**config.mk**
```make
export PLATFORM = sky130hd
export DESIGN_NAME = snakeArenaTop
export DESIGN_NICKNAME = d
export VERILOG_FILES = /design/src/hw/snakeArenaPkg.sv /design/src/hw/healthTracker.sv /design/src/hw/heartOverlay.sv /design/src/hw/pixelCompositor.sv /design/src/hw/snakeArenaTop.sv /design/src/hw/spriteHitTest.sv
export SDC_FILE = /design/constraint.sdc
export NUM_CORES = 2
export LEC_CHECK = 0
export BUFFER_PORTS_ARGS = -buffer_cell sky130_fd_sc_hd__buf_2
export CORE_UTILIZATION = 25
export CTS_BUF_LIST = sky130_fd_sc_hd__clkbuf_4
export CTS_CLUSTER_SIZE = 10
export DETAILED_ROUTE_END_ITERATION = 6
export MAX_ROUTING_LAYER = met4
export PLACE_DENSITY = 0.35
export SLEW_MARGIN = 20
export SYNTH_ARGS = -nofsm -noshare
export SYNTH_HDL_FRONTEND = slang
export SYNTH_HIERARCHICAL = 1
export SYNTH_SLANG_ARGS = --single-unit
```
**constraint.sdc**
```tcl
create_clock -name vga_clk -period 4.5 [get_ports vga_clk]
set_clock_uncertainty 0.05 [all_clocks]
set_input_delay 0.45 -clock vga_clk [delete_from_list [all_inputs] [get_ports vga_clk]]
set_output_delay 0.45 -clock vga_clk [all_outputs]
set_load 0.05 [all_outputs]
```
**src/hw/snakeArenaPkg.sv**
```systemverilog
package snakeArenaPkg;

	// raster coordinate, covers 0..1023
	typedef logic [9:0] coordT;

	// remaining lives of snake 2
	typedef logic [1:0] healthT;

	// one 12-bit colour word
	// channel view for the rgb outputs, raw view for key and constant compares
	typedef union packed {
		struct packed {
			logic [3:0] red;
			logic [3:0] green;
			logic [3:0] blue;
		} ch;
		logic [11:0] raw;
	} pixelColor;

	// head box spans pos-12 .. pos+11 on both axes
	localparam int SPRITE_HALF = 12;

	// magenta marks see-through sprite pixels
	localparam logic [11:0] TRANSPARENT_KEY = 12'hF0F;

	// heart box spans centre-8 .. centre+8
	localparam int HEART_HALF = 8;

	// hearts sit on one row near the bottom edge
	localparam coordT HEART_ROW_Y = 10'd470;

	// snake 1 hearts, bottom left
	localparam coordT HEART1_X [3] = '{10'd13, 10'd28, 10'd43};

	// snake 2 hearts, bottom right
	// leftmost one goes out first
	localparam coordT HEART2_X [3] = '{10'd597, 10'd612, 10'd627};

	// solid red hearts
	localparam logic [11:0] HEART_COLOR = 12'hF00;

	// venom drawn black
	localparam logic [11:0] VENOM_COLOR = 12'h000;

endpackage

```
**src/hw/healthTracker.sv**
```systemverilog
`timescale 1ns/1ps

module healthTracker import snakeArenaPkg::*; #(
	parameter int MAX_HEALTH = 3
) (
	input  logic   vga_clk,
	input  logic   rstN,
	input  coordT  drawX,
	input  coordT  drawY,
	input  logic   snake2On,
	input  logic   venomOn,
	output healthT snake2Health,
	output logic   snake1Won
);

	logic hitLatch;
	logic hitNow;
	logic frameStart;

	// venom overlapping snake 2 on this pixel
	assign hitNow = snake2On && venomOn;

	// top left pixel opens a new frame
	assign frameStart = (drawX == '0) && (drawY == '0);

	// hit latch, collects every hit pixel of one frame
	// the frame-start pixel already belongs to the new frame
	always_ff @(posedge vga_clk or negedge rstN) begin
		if (!rstN) begin
			hitLatch <= 1'b0;
		end else if (frameStart) begin
			hitLatch <= hitNow;
		end else if (hitNow) begin
			hitLatch <= 1'b1;
		end
	end

	// one life per hit frame, applied at the next frame start
	// stuck at zero once reached
	always_ff @(posedge vga_clk or negedge rstN) begin
		if (!rstN) begin
			snake2Health <= healthT'(MAX_HEALTH);
		end else if (frameStart && hitLatch && (snake2Health != '0)) begin
			snake2Health <= snake2Health - 1'b1;
		end
	end

	// win flag, rises on the edge that takes the last life
	// sticky until reset
	always_ff @(posedge vga_clk or negedge rstN) begin
		if (!rstN) begin
			snake1Won <= 1'b0;
		end else if (frameStart && hitLatch && (snake2Health == healthT'(1))) begin
			snake1Won <= 1'b1;
		end
	end

endmodule

```
**src/hw/heartOverlay.sv**
```systemverilog
`timescale 1ns/1ps

module heartOverlay import snakeArenaPkg::*; #(
	parameter int MAX_HEALTH = 3
) (
	input  coordT  drawX,
	input  coordT  drawY,
	input  healthT snake2Health,
	output logic   heartOn
);

	// hearts per player, taken from the layout table
	localparam int NUM_HEARTS = $size(HEART1_X);

	logic [NUM_HEARTS-1:0] p1Heart;
	logic [NUM_HEARTS-1:0] p2Heart;

	// square box around one heart centre
	// margin added on the pixel side so nothing underflows
	function automatic logic inHeart(coordT px, coordT py, coordT cx);
		return (px + HEART_HALF >= cx) && (px <= cx + HEART_HALF) &&
			(py + HEART_HALF >= HEART_ROW_Y) && (py <= HEART_ROW_Y + HEART_HALF);
	endfunction

	for (genvar j = 0; j < NUM_HEARTS; j++) begin : gHeart
		// snake 1 never loses lives here, all hearts lit
		assign p1Heart[j] = inHeart(drawX, drawY, HEART1_X[j]);

		// snake 2 heart j needs MAX_HEALTH-j lives
		// so the leftmost one drops out first
		assign p2Heart[j] = inHeart(drawX, drawY, HEART2_X[j]) &&
			(int'(snake2Health) >= MAX_HEALTH - j);
	end

	assign heartOn = (|p1Heart) || (|p2Heart);

endmodule

```
**src/hw/pixelCompositor.sv**
```systemverilog
`timescale 1ns/1ps

module pixelCompositor import snakeArenaPkg::*; (
	input  logic       vga_clk,
	input  logic       rstN,
	input  logic       blank,
	input  pixelColor  bgPixel,
	input  pixelColor  snake1Pixel,
	input  pixelColor  snake2Pixel,
	input  logic       snake1On,
	input  logic       snake2On,
	input  logic       venomOn,
	input  logic       heartOn,
	output logic [3:0] red,
	output logic [3:0] green,
	output logic [3:0] blue
);

	pixelColor nextPix;
	pixelColor outPix;

	// layer priority, top first
	always_comb begin
		if (!blank) begin
			// outside visible area
			nextPix.raw = '0;
		end else if (heartOn) begin
			// hearts sit above everything
			nextPix.raw = HEART_COLOR;
		end else if (venomOn) begin
			nextPix.raw = VENOM_COLOR;
		end else if (snake1On) begin
			// snake 1 covers snake 2 where heads overlap
			nextPix = snake1Pixel;
		end else if (snake2On) begin
			nextPix = snake2Pixel;
		end else begin
			nextPix = bgPixel;
		end
	end

	// one pixel of latency to the DAC
	always_ff @(posedge vga_clk or negedge rstN) begin
		if (!rstN) begin
			outPix.raw <= '0;
		end else begin
			outPix <= nextPix;
		end
	end

	// split into channels
	assign red = outPix.ch.red;
	assign green = outPix.ch.green;
	assign blue = outPix.ch.blue;

endmodule

```
**src/hw/snakeArenaTop.sv**
```systemverilog
`timescale 1ns/1ps

module snakeArenaTop import snakeArenaPkg::*; #(
	parameter int NUM_VENOMS = 3,
	parameter int MAX_HEALTH = 3
) (
	input  logic       vga_clk,
	input  logic       rstN,
	input  coordT      drawX,
	input  coordT      drawY,
	input  logic       blank,
	input  coordT      snake1X,
	input  coordT      snake1Y,
	input  coordT      snake2X,
	input  coordT      snake2Y,
	input  coordT      venomX [NUM_VENOMS],
	input  coordT      venomY [NUM_VENOMS],
	input  coordT      venomR [NUM_VENOMS],
	input  logic [NUM_VENOMS-1:0] venomActive,
	input  pixelColor  bgPixel,
	input  pixelColor  snake1Pixel,
	input  pixelColor  snake2Pixel,
	output logic [3:0] red,
	output logic [3:0] green,
	output logic [3:0] blue,
	output healthT     snake2Health,
	output logic       snake1Won
);

	logic snake1On;
	logic snake2On;
	logic [NUM_VENOMS-1:0] venomOn;
	logic heartOn;

	// combinational hit flags for the current pixel
	spriteHitTest #(
		.NUM_VENOMS(NUM_VENOMS)
	) i_spriteHitTest (
		.drawX(drawX), .drawY(drawY),
		.snake1X(snake1X), .snake1Y(snake1Y),
		.snake2X(snake2X), .snake2Y(snake2Y),
		.venomX(venomX), .venomY(venomY), .venomR(venomR),
		.venomActive(venomActive),
		.snake1Pixel(snake1Pixel), .snake2Pixel(snake2Pixel),
		.snake1On(snake1On), .snake2On(snake2On), .venomOn(venomOn)
	);

	// any venom counts as a hit on snake 2
	healthTracker #(
		.MAX_HEALTH(MAX_HEALTH)
	) i_healthTracker (
		.vga_clk(vga_clk), .rstN(rstN),
		.drawX(drawX), .drawY(drawY),
		.snake2On(snake2On), .venomOn(|venomOn),
		.snake2Health(snake2Health), .snake1Won(snake1Won)
	);

	heartOverlay #(
		.MAX_HEALTH(MAX_HEALTH)
	) i_heartOverlay (
		.drawX(drawX), .drawY(drawY),
		.snake2Health(snake2Health), .heartOn(heartOn)
	);

	// registered rgb out
	pixelCompositor i_pixelCompositor (
		.vga_clk(vga_clk), .rstN(rstN), .blank(blank),
		.bgPixel(bgPixel), .snake1Pixel(snake1Pixel), .snake2Pixel(snake2Pixel),
		.snake1On(snake1On), .snake2On(snake2On), .venomOn(|venomOn), .heartOn(heartOn),
		.red(red), .green(green), .blue(blue)
	);

endmodule

```
**src/hw/spriteHitTest.sv**
```systemverilog
`timescale 1ns/1ps

module spriteHitTest import snakeArenaPkg::*; #(
	parameter int NUM_VENOMS = 3
) (
	input  coordT     drawX,
	input  coordT     drawY,
	input  coordT     snake1X,
	input  coordT     snake1Y,
	input  coordT     snake2X,
	input  coordT     snake2Y,
	input  coordT     venomX [NUM_VENOMS],
	input  coordT     venomY [NUM_VENOMS],
	input  coordT     venomR [NUM_VENOMS],
	input  logic [NUM_VENOMS-1:0] venomActive,
	input  pixelColor snake1Pixel,
	input  pixelColor snake2Pixel,
	output logic      snake1On,
	output logic      snake2On,
	output logic [NUM_VENOMS-1:0] venomOn
);

	// head box test plus transparency key
	// signed offsets so heads near the screen edge do not wrap
	function automatic logic headHit(coordT px, coordT py, coordT cx, coordT cy,
		pixelColor pix);
		logic signed [10:0] dx;
		logic signed [10:0] dy;
		dx = $signed({1'b0, px}) - $signed({1'b0, cx});
		dy = $signed({1'b0, py}) - $signed({1'b0, cy});
		return (dx >= -SPRITE_HALF) && (dx < SPRITE_HALF) &&
			(dy >= -SPRITE_HALF) && (dy < SPRITE_HALF) &&
			(pix.raw != TRANSPARENT_KEY);
	endfunction

	assign snake1On = headHit(drawX, drawY, snake1X, snake1Y, snake1Pixel);
	assign snake2On = headHit(drawX, drawY, snake2X, snake2Y, snake2Pixel);

	// one circle test per venom
	for (genvar i = 0; i < NUM_VENOMS; i++) begin : gVenom
		logic signed [21:0] dx;
		logic signed [21:0] dy;
		logic [21:0] distSq;
		logic [21:0] radSq;

		// offsets from the venom centre, sign extended wide enough for the square
		assign dx = $signed({12'b0, drawX}) - $signed({12'b0, venomX[i]});
		assign dy = $signed({12'b0, drawY}) - $signed({12'b0, venomY[i]});

		// max sum is 2*1023^2, still below 2^21
		assign distSq = dx * dx + dy * dy;
		assign radSq = {12'b0, venomR[i]} * {12'b0, venomR[i]};

		// rim pixels count as inside
		assign venomOn[i] = venomActive[i] && (distSq <= radSq);
	end

endmodule

```
# [After elaboration in Yosys (flattened, before gate mapping)]
# Cells that the tools add are included.
[op_classes] eq_ne=3 multipliers=9 n_reduce_logical=45 addsub=16 muxes=7 n_lt_le_gt_ge=28
[op_table] op="$mul A22 B22 Y22" count=6
[op_table] op="$sub A10 B10 Y11" count=10
[op_table] op="$ge A32 B10 Y1 const B" count=3
[op_table] op="$add A22 B22 Y22" count=3
[op_table] op="$le A22 B20 Y1" count=3
[op_table] op="$mul A10 B10 Y20" count=3
[op_table] op="$mux W12" count=5
[op_table] op="$ge A11 B5 Y1 const B" count=4
[op_table] op="$lt A11 B5 Y1 const B" count=4
[op_table] op="$logic_and A1 B1 Y1" count=37
[op_table] op="$ge A32 B5 Y1 const B" count=1
[op_table] op="$ge A32 B6 Y1 const B" count=1
[op_table] op="$ge A32 B9 Y1 const B" count=1
[op_table] op="$le A10 B10 Y1 const B" count=3
[op_table] op="$ne A12 B12 Y1 const B" count=2
[op_table] op="$add A10 B4 Y11 const B" count=2
[op_table] op="$le A10 B6 Y1 const B" count=2
[op_table] op="$logic_not A10 Y1" count=2
[op_table] op="$ge A11 B4 Y1 const B" count=1
[op_table] op="$le A10 B5 Y1 const B" count=1
[op_table] op="$le A10 B9 Y1 const B" count=1
[op_table] op="$reduce_or A3 Y1" count=3
[op_table] op="$ge A2 B2 Y1 const B" count=2
[op_table] op="$reduce_bool A2 Y1" count=2
[op_table] op="5 further kinds" count=6
[totals] input_bits=192 elab_cells=112 ff_bits=16 out_inout_bits=15

# [Depth between registers and ports, before layout]
[depth] ltp_word=11 ltp_mapped=47 mapped_depth_nobuf=46

# [Cells and area by module]
# The synthesis kept the hierarchy.
[modules_own_cells] mod="spriteHitTest" seq_area_each_um2=0.0 n_inst=1 cells_each=4389 area_each_um2=38937.3
[modules_own_cells] mod="heartOverlay" seq_area_each_um2=0.0 n_inst=1 cells_each=100 area_each_um2=671.9
[modules_own_cells] mod="pixelCompositor" seq_area_each_um2=300.3 n_inst=1 cells_each=54 area_each_um2=664.4
[modules_own_cells] mod="healthTracker" seq_area_each_um2=102.6 n_inst=1 cells_each=23 area_each_um2=242.7
[modules_own_cells] mod="snakeArenaTop" seq_area_each_um2=0.0 n_inst=1 cells_each=1 area_each_um2=6.3

# [Worst setup path before layout]
# Ideal clock, no wire load.
[synth_timing] kind="input -> register" start="input drawY[0]" end="register i_pixelCompositor/outPix[11] in the netlist's numbering" t_arrival_ns=10.441 t_required_ns=4.360 setup_ns=0.090 path_stages=41 setup_slack_ns=-6.082 path_buffers=1 path_cell_list="inv_1 > ha_1 > inv_1 > fa_1 > a21o_1 > a21oi_1 > o21bai_1 > a21oi_1 > o21ai_0 > a31o_2 > clkbuf_1 > nor2_1 > inv_1 > fa_1 > fa_1 > inv_1 > fa_1 > fa_1 > [... 5 more ...] > ha_1 > o21a_1 > o211ai_1 > nor2_1 > o221a_2 > o41ai_2 > xnor2_1 > ha_1 > nand4_1 > nor2_1 > o21ai_0 > nor2_1 > a221oi_1 > a31oi_1 > nor4_1 > or3_1 > or3b_4 > o221ai_1"
[synth_rtl] item="from (decl)" line_no="snakeArenaTop.sv:10" source="input coordT drawY,"
[synth_rtl] item="to (signal assigned)" line_no="pixelCompositor.sv:47" source="outPix <= nextPix;"
[synth_rtl] item="to (decl)" line_no="pixelCompositor.sv:20" source="pixelColor outPix;"

==> results.py <==
metrics = {
    "setup_path": {
        "rr_endpoint": "i_pixelCompositor/outPix[3]$_DFF_PN0_",
        "path_common_cell": "fa_1",
        "critPathSlowestCell": "fa_1",
        "crit_type": "in -> reg",
        "crit_arrival_ns": 9.99,
        "rr_worst_depth": 7,
        "max_stage_delay_ns": 0.57,
        "start_kind": "input port",
        "crit_fanout": 6,
        "required_ns": 4.66,
        "r2r_setup_slack_ns": 2.71,
        "rr_startpoint": "i_healthTracker/snake2Health[0]$_DFFE_PN1P_",
        "cp-end-kind": "flip-flop",
    },
    "yosys": {
        "ys_seq_area_frac": 0.00994,
        "ys_seq_elements": 16,
        "ys_warn_count": 6,
        "ys.flop_type": "dfrtp_1",
        "synth_top_area_cell": "fa_1",
        "mappedNetlistArea_mm2": 0.0405,
        "ys_async_sr_fraction": 1.00,
        "syn_area_per_cell_um2": 8.87,
        "yosys-top-cells-area": "fa_1 (42%), ha_1 (17%), inv_1 (11%)",
        "synth_edf_count": 0,
        "syn_inst": 4567,
        "yosysTopAreaCellShare": 0.423,
        "syn_nets": 6168,
        "synth.distinct_cells": 94,
    },
    "finish": {
        "final_nets": 7341,
        "final_cell_mix": "inv_1 (1179), buf_4 (1005), fa_1 (831)",
        "syn_to_final_growth_pct": 31.8,
        "nFillCells": 17200,
        "final_common_cell": "inv_1",
        "drive_gt1_frac": 0.269,
        "final_cell_area_mm2": 0.0534,
    },
    "die": {
        "start_util": 0.252,
        "die-area_mm2": 0.164,
        "die_h_um": 405,
        "dieWidth_um": 405,
        "pin_count": 207,
        "core_area_mm2": 0.161,
        "row_count": 147,
    },
    "clock_tree": {
        "cts_tree": "done",
        "clk_pin_slew_worst_paths_ns": 0.10,
        "cts_buffer_depth": 2,
        "cts-htree-levels": 1,
        "cts-root-buf": "clkbuf_4",
        "insertion_delay_ns": 0.29,
        "postCtsHoldBufs": 0,
        "cts_made_buffers": 3,
        "clock-sinks": 16,
    },
    "sta": {
        "maxSlewViolCount": 0,
        "fmax_ghz": 0.102,
        "worstMarginPinSlew_ns": 0.656,
        "setup-tns-final_ns": -68.63,
        "setup_viol": 13,
        "fin_crit_ns": 9.82,
        "max_slew_margin": 0.559,
        "worst_slack_ns": -5.32,
        "fin_crit_sh": 2.18,
        "finalHoldViolations": 0,
        "rsz0062_at_grt": "yes",
    },
    "global_routing": {
        "grt_usage": 0.169,
        "grt_pass1_vias": 36600,
        "grt_max_degree": 20,
        "antenna_found_initial": 5,
        "grt_pass1_wl_um": 209000,
        "grt-ovfl-total": 0,
    },
    "placement": {
        "dpl-instance-area_mm2": 0.0520,
        "io_buffer_count": 206,
        "dp_hpwl_um": 121000,
        "gp_congestion": 0.869,
        "pre_cts_slack_ns": -6.38,
    },
    "drt": {
        "drtIter0Drc": 1046,
        "final_antenna_net_count": 0,
        "drc_errors": 0,
        "vias_per_cell": 4.20,
        "wl_um": 129000,
        "first_pass_iters": 5,
        "post_drt_wl_per_cell_um": 16.4,
        "vias": 33200,
    },
    "worst_hold_path": {
        "hold_class": "in -> async",
    },
    "job": {
        "cap_violations": 0,
    },
    "outcome": {
        "status": "finished with violations",
        "violations": "setup timing",
    },
}
## sequential cells by signal, indices dropped and copies added (netlist names)
| register | flops |
|---|---|
| i_healthTracker/hitLatch | 1 |
| i_pixelCompositor/outPix | 12 |
| i_healthTracker/snake2Health | 2 |
| i_healthTracker/snake1Won | 1 |
## Yosys cell counts (all sizes together), types with 5 or more instances
cell type,instances
a21o,62
o21bai,8
o311ai,9
a21oi,118
o21a,25
nor2,284
mux2i,12
and3,19
inv,1204
clkinv,15
a221oi,14
or4,6
nor2b,52
nand2b,44
dfrtp,14
nand3b,7
nand4,21
fa,856
xnor2,158
a2111oi,7
nor3,112
nand4b,8
a31oi,12
nand2,262
and2,121
or2,20
clkbuf,60
o31ai,7
o221ai,5
o21ai,101
o211ai,19
nor4,15
a31o,8
buf,22
o211a,12
xor2,78
a211o,9
or3,20
a211oi,21
mux2,12
ha,553
nand3,79
o41ai,8
a21boi,19
## cell type report
cell class,count,area (µm²),share of cell area
antenna,2,5.00,0.0000937
clock buffer,3,22.5,0.000422
clock inverter,1,3.75,0.0000703
inverter,1219,4610,0.0864
multi-input combinational,3250,36400,0.681
sequential,16,403,0.00754
tap,2160,2700,0.0506
timing repair buffer,1250,9280,0.174
## per-stage QoR
stage | hold WS [ns] | utilization | std cells
after detailed placement | 0.338 | 0.324 | 7844
final | 0.00996 | 0.332 | 7901
after CTS | 0.00727 | 0.330 | 7884
after global routing | 0.0162 | 0.332 | 7901
after floorplan | 0.104 | - | 4567
after global placement | 0.345 | 0.324 | 7844
## how the worst max path moves through the flow
stage | slack [ns] | endpoint | start | cells after the start
finish | -5.32 | i_pixelCompositor/outPix[9]$_DFF_PN0_ | venomX[10] | 43
floorplan | -4.79 | i_pixelCompositor/outPix[10]$_DFF_PN0_ | drawY[0] | 41
global route | -5.67 | i_pixelCompositor/outPix[3]$_DFF_PN0_ | drawX[0] | 47
CTS | -5.19 | i_pixelCompositor/outPix[8]$_DFF_PN0_ | drawY[0] | 45
global placement | -6.20 | i_pixelCompositor/outPix[9]$_DFF_PN0_ | drawX[0] | 45
detailed placement | -6.38 | i_pixelCompositor/outPix[9]$_DFF_PN0_ | drawX[0] | 43
## kinds of logic (layout without fill, tap and decap cells)
| family | count (synthesis) | in the layout | share of synthesized area |
|---|---|---|---|
| AOI/OAI and AO/OA | 496 | 496 | 0.0865 |
| xor gates and xnor gates | 236 | 236 | 0.0514 |
| adders and majority gates | 1409 | 1409 | 0.594 |
| buffers and inverters | 1301 | 2473 | 0.121 |
| DFF | 16 | 16 | 0.00994 |
| muxes | 24 | 24 | 0.00630 |
| other | 0 | 2 | 0 |
| and+or+nand+nor | 1085 | 1085 | 0.131 |
## metal layers
metal | vias to the layer above | GRT usage | share of wire
li1 | 16500 | - | -
met1 | 16400 | 0.229 | 0.48
met2 | 308 | 0.294 | 0.50
met3 | 30 | 0.00387 | 0.016
met4 | 0 | 0.00937 | 0.0072
met5 | - | - | 0
## critical path, delay by kind of cell
family	cells	cell delay [ns]
xor gates and xnor gates	1	0.08
buffers and inverters	7	0.81
adders and majority gates	11	4.62
AOI/OAI and AO/OA	14	2.24
and+or+nand+nor	10	1.77
## timing repair
item	4_1_cts	5_1_grt
setup endpoints to repair	13	13
resized for setup	181	52
setup buffers	37	16
pin swaps	142	88
Power is not shown: default switching activity piles up to over one toggle a cycle in this logic, so the estimate is an artifact.
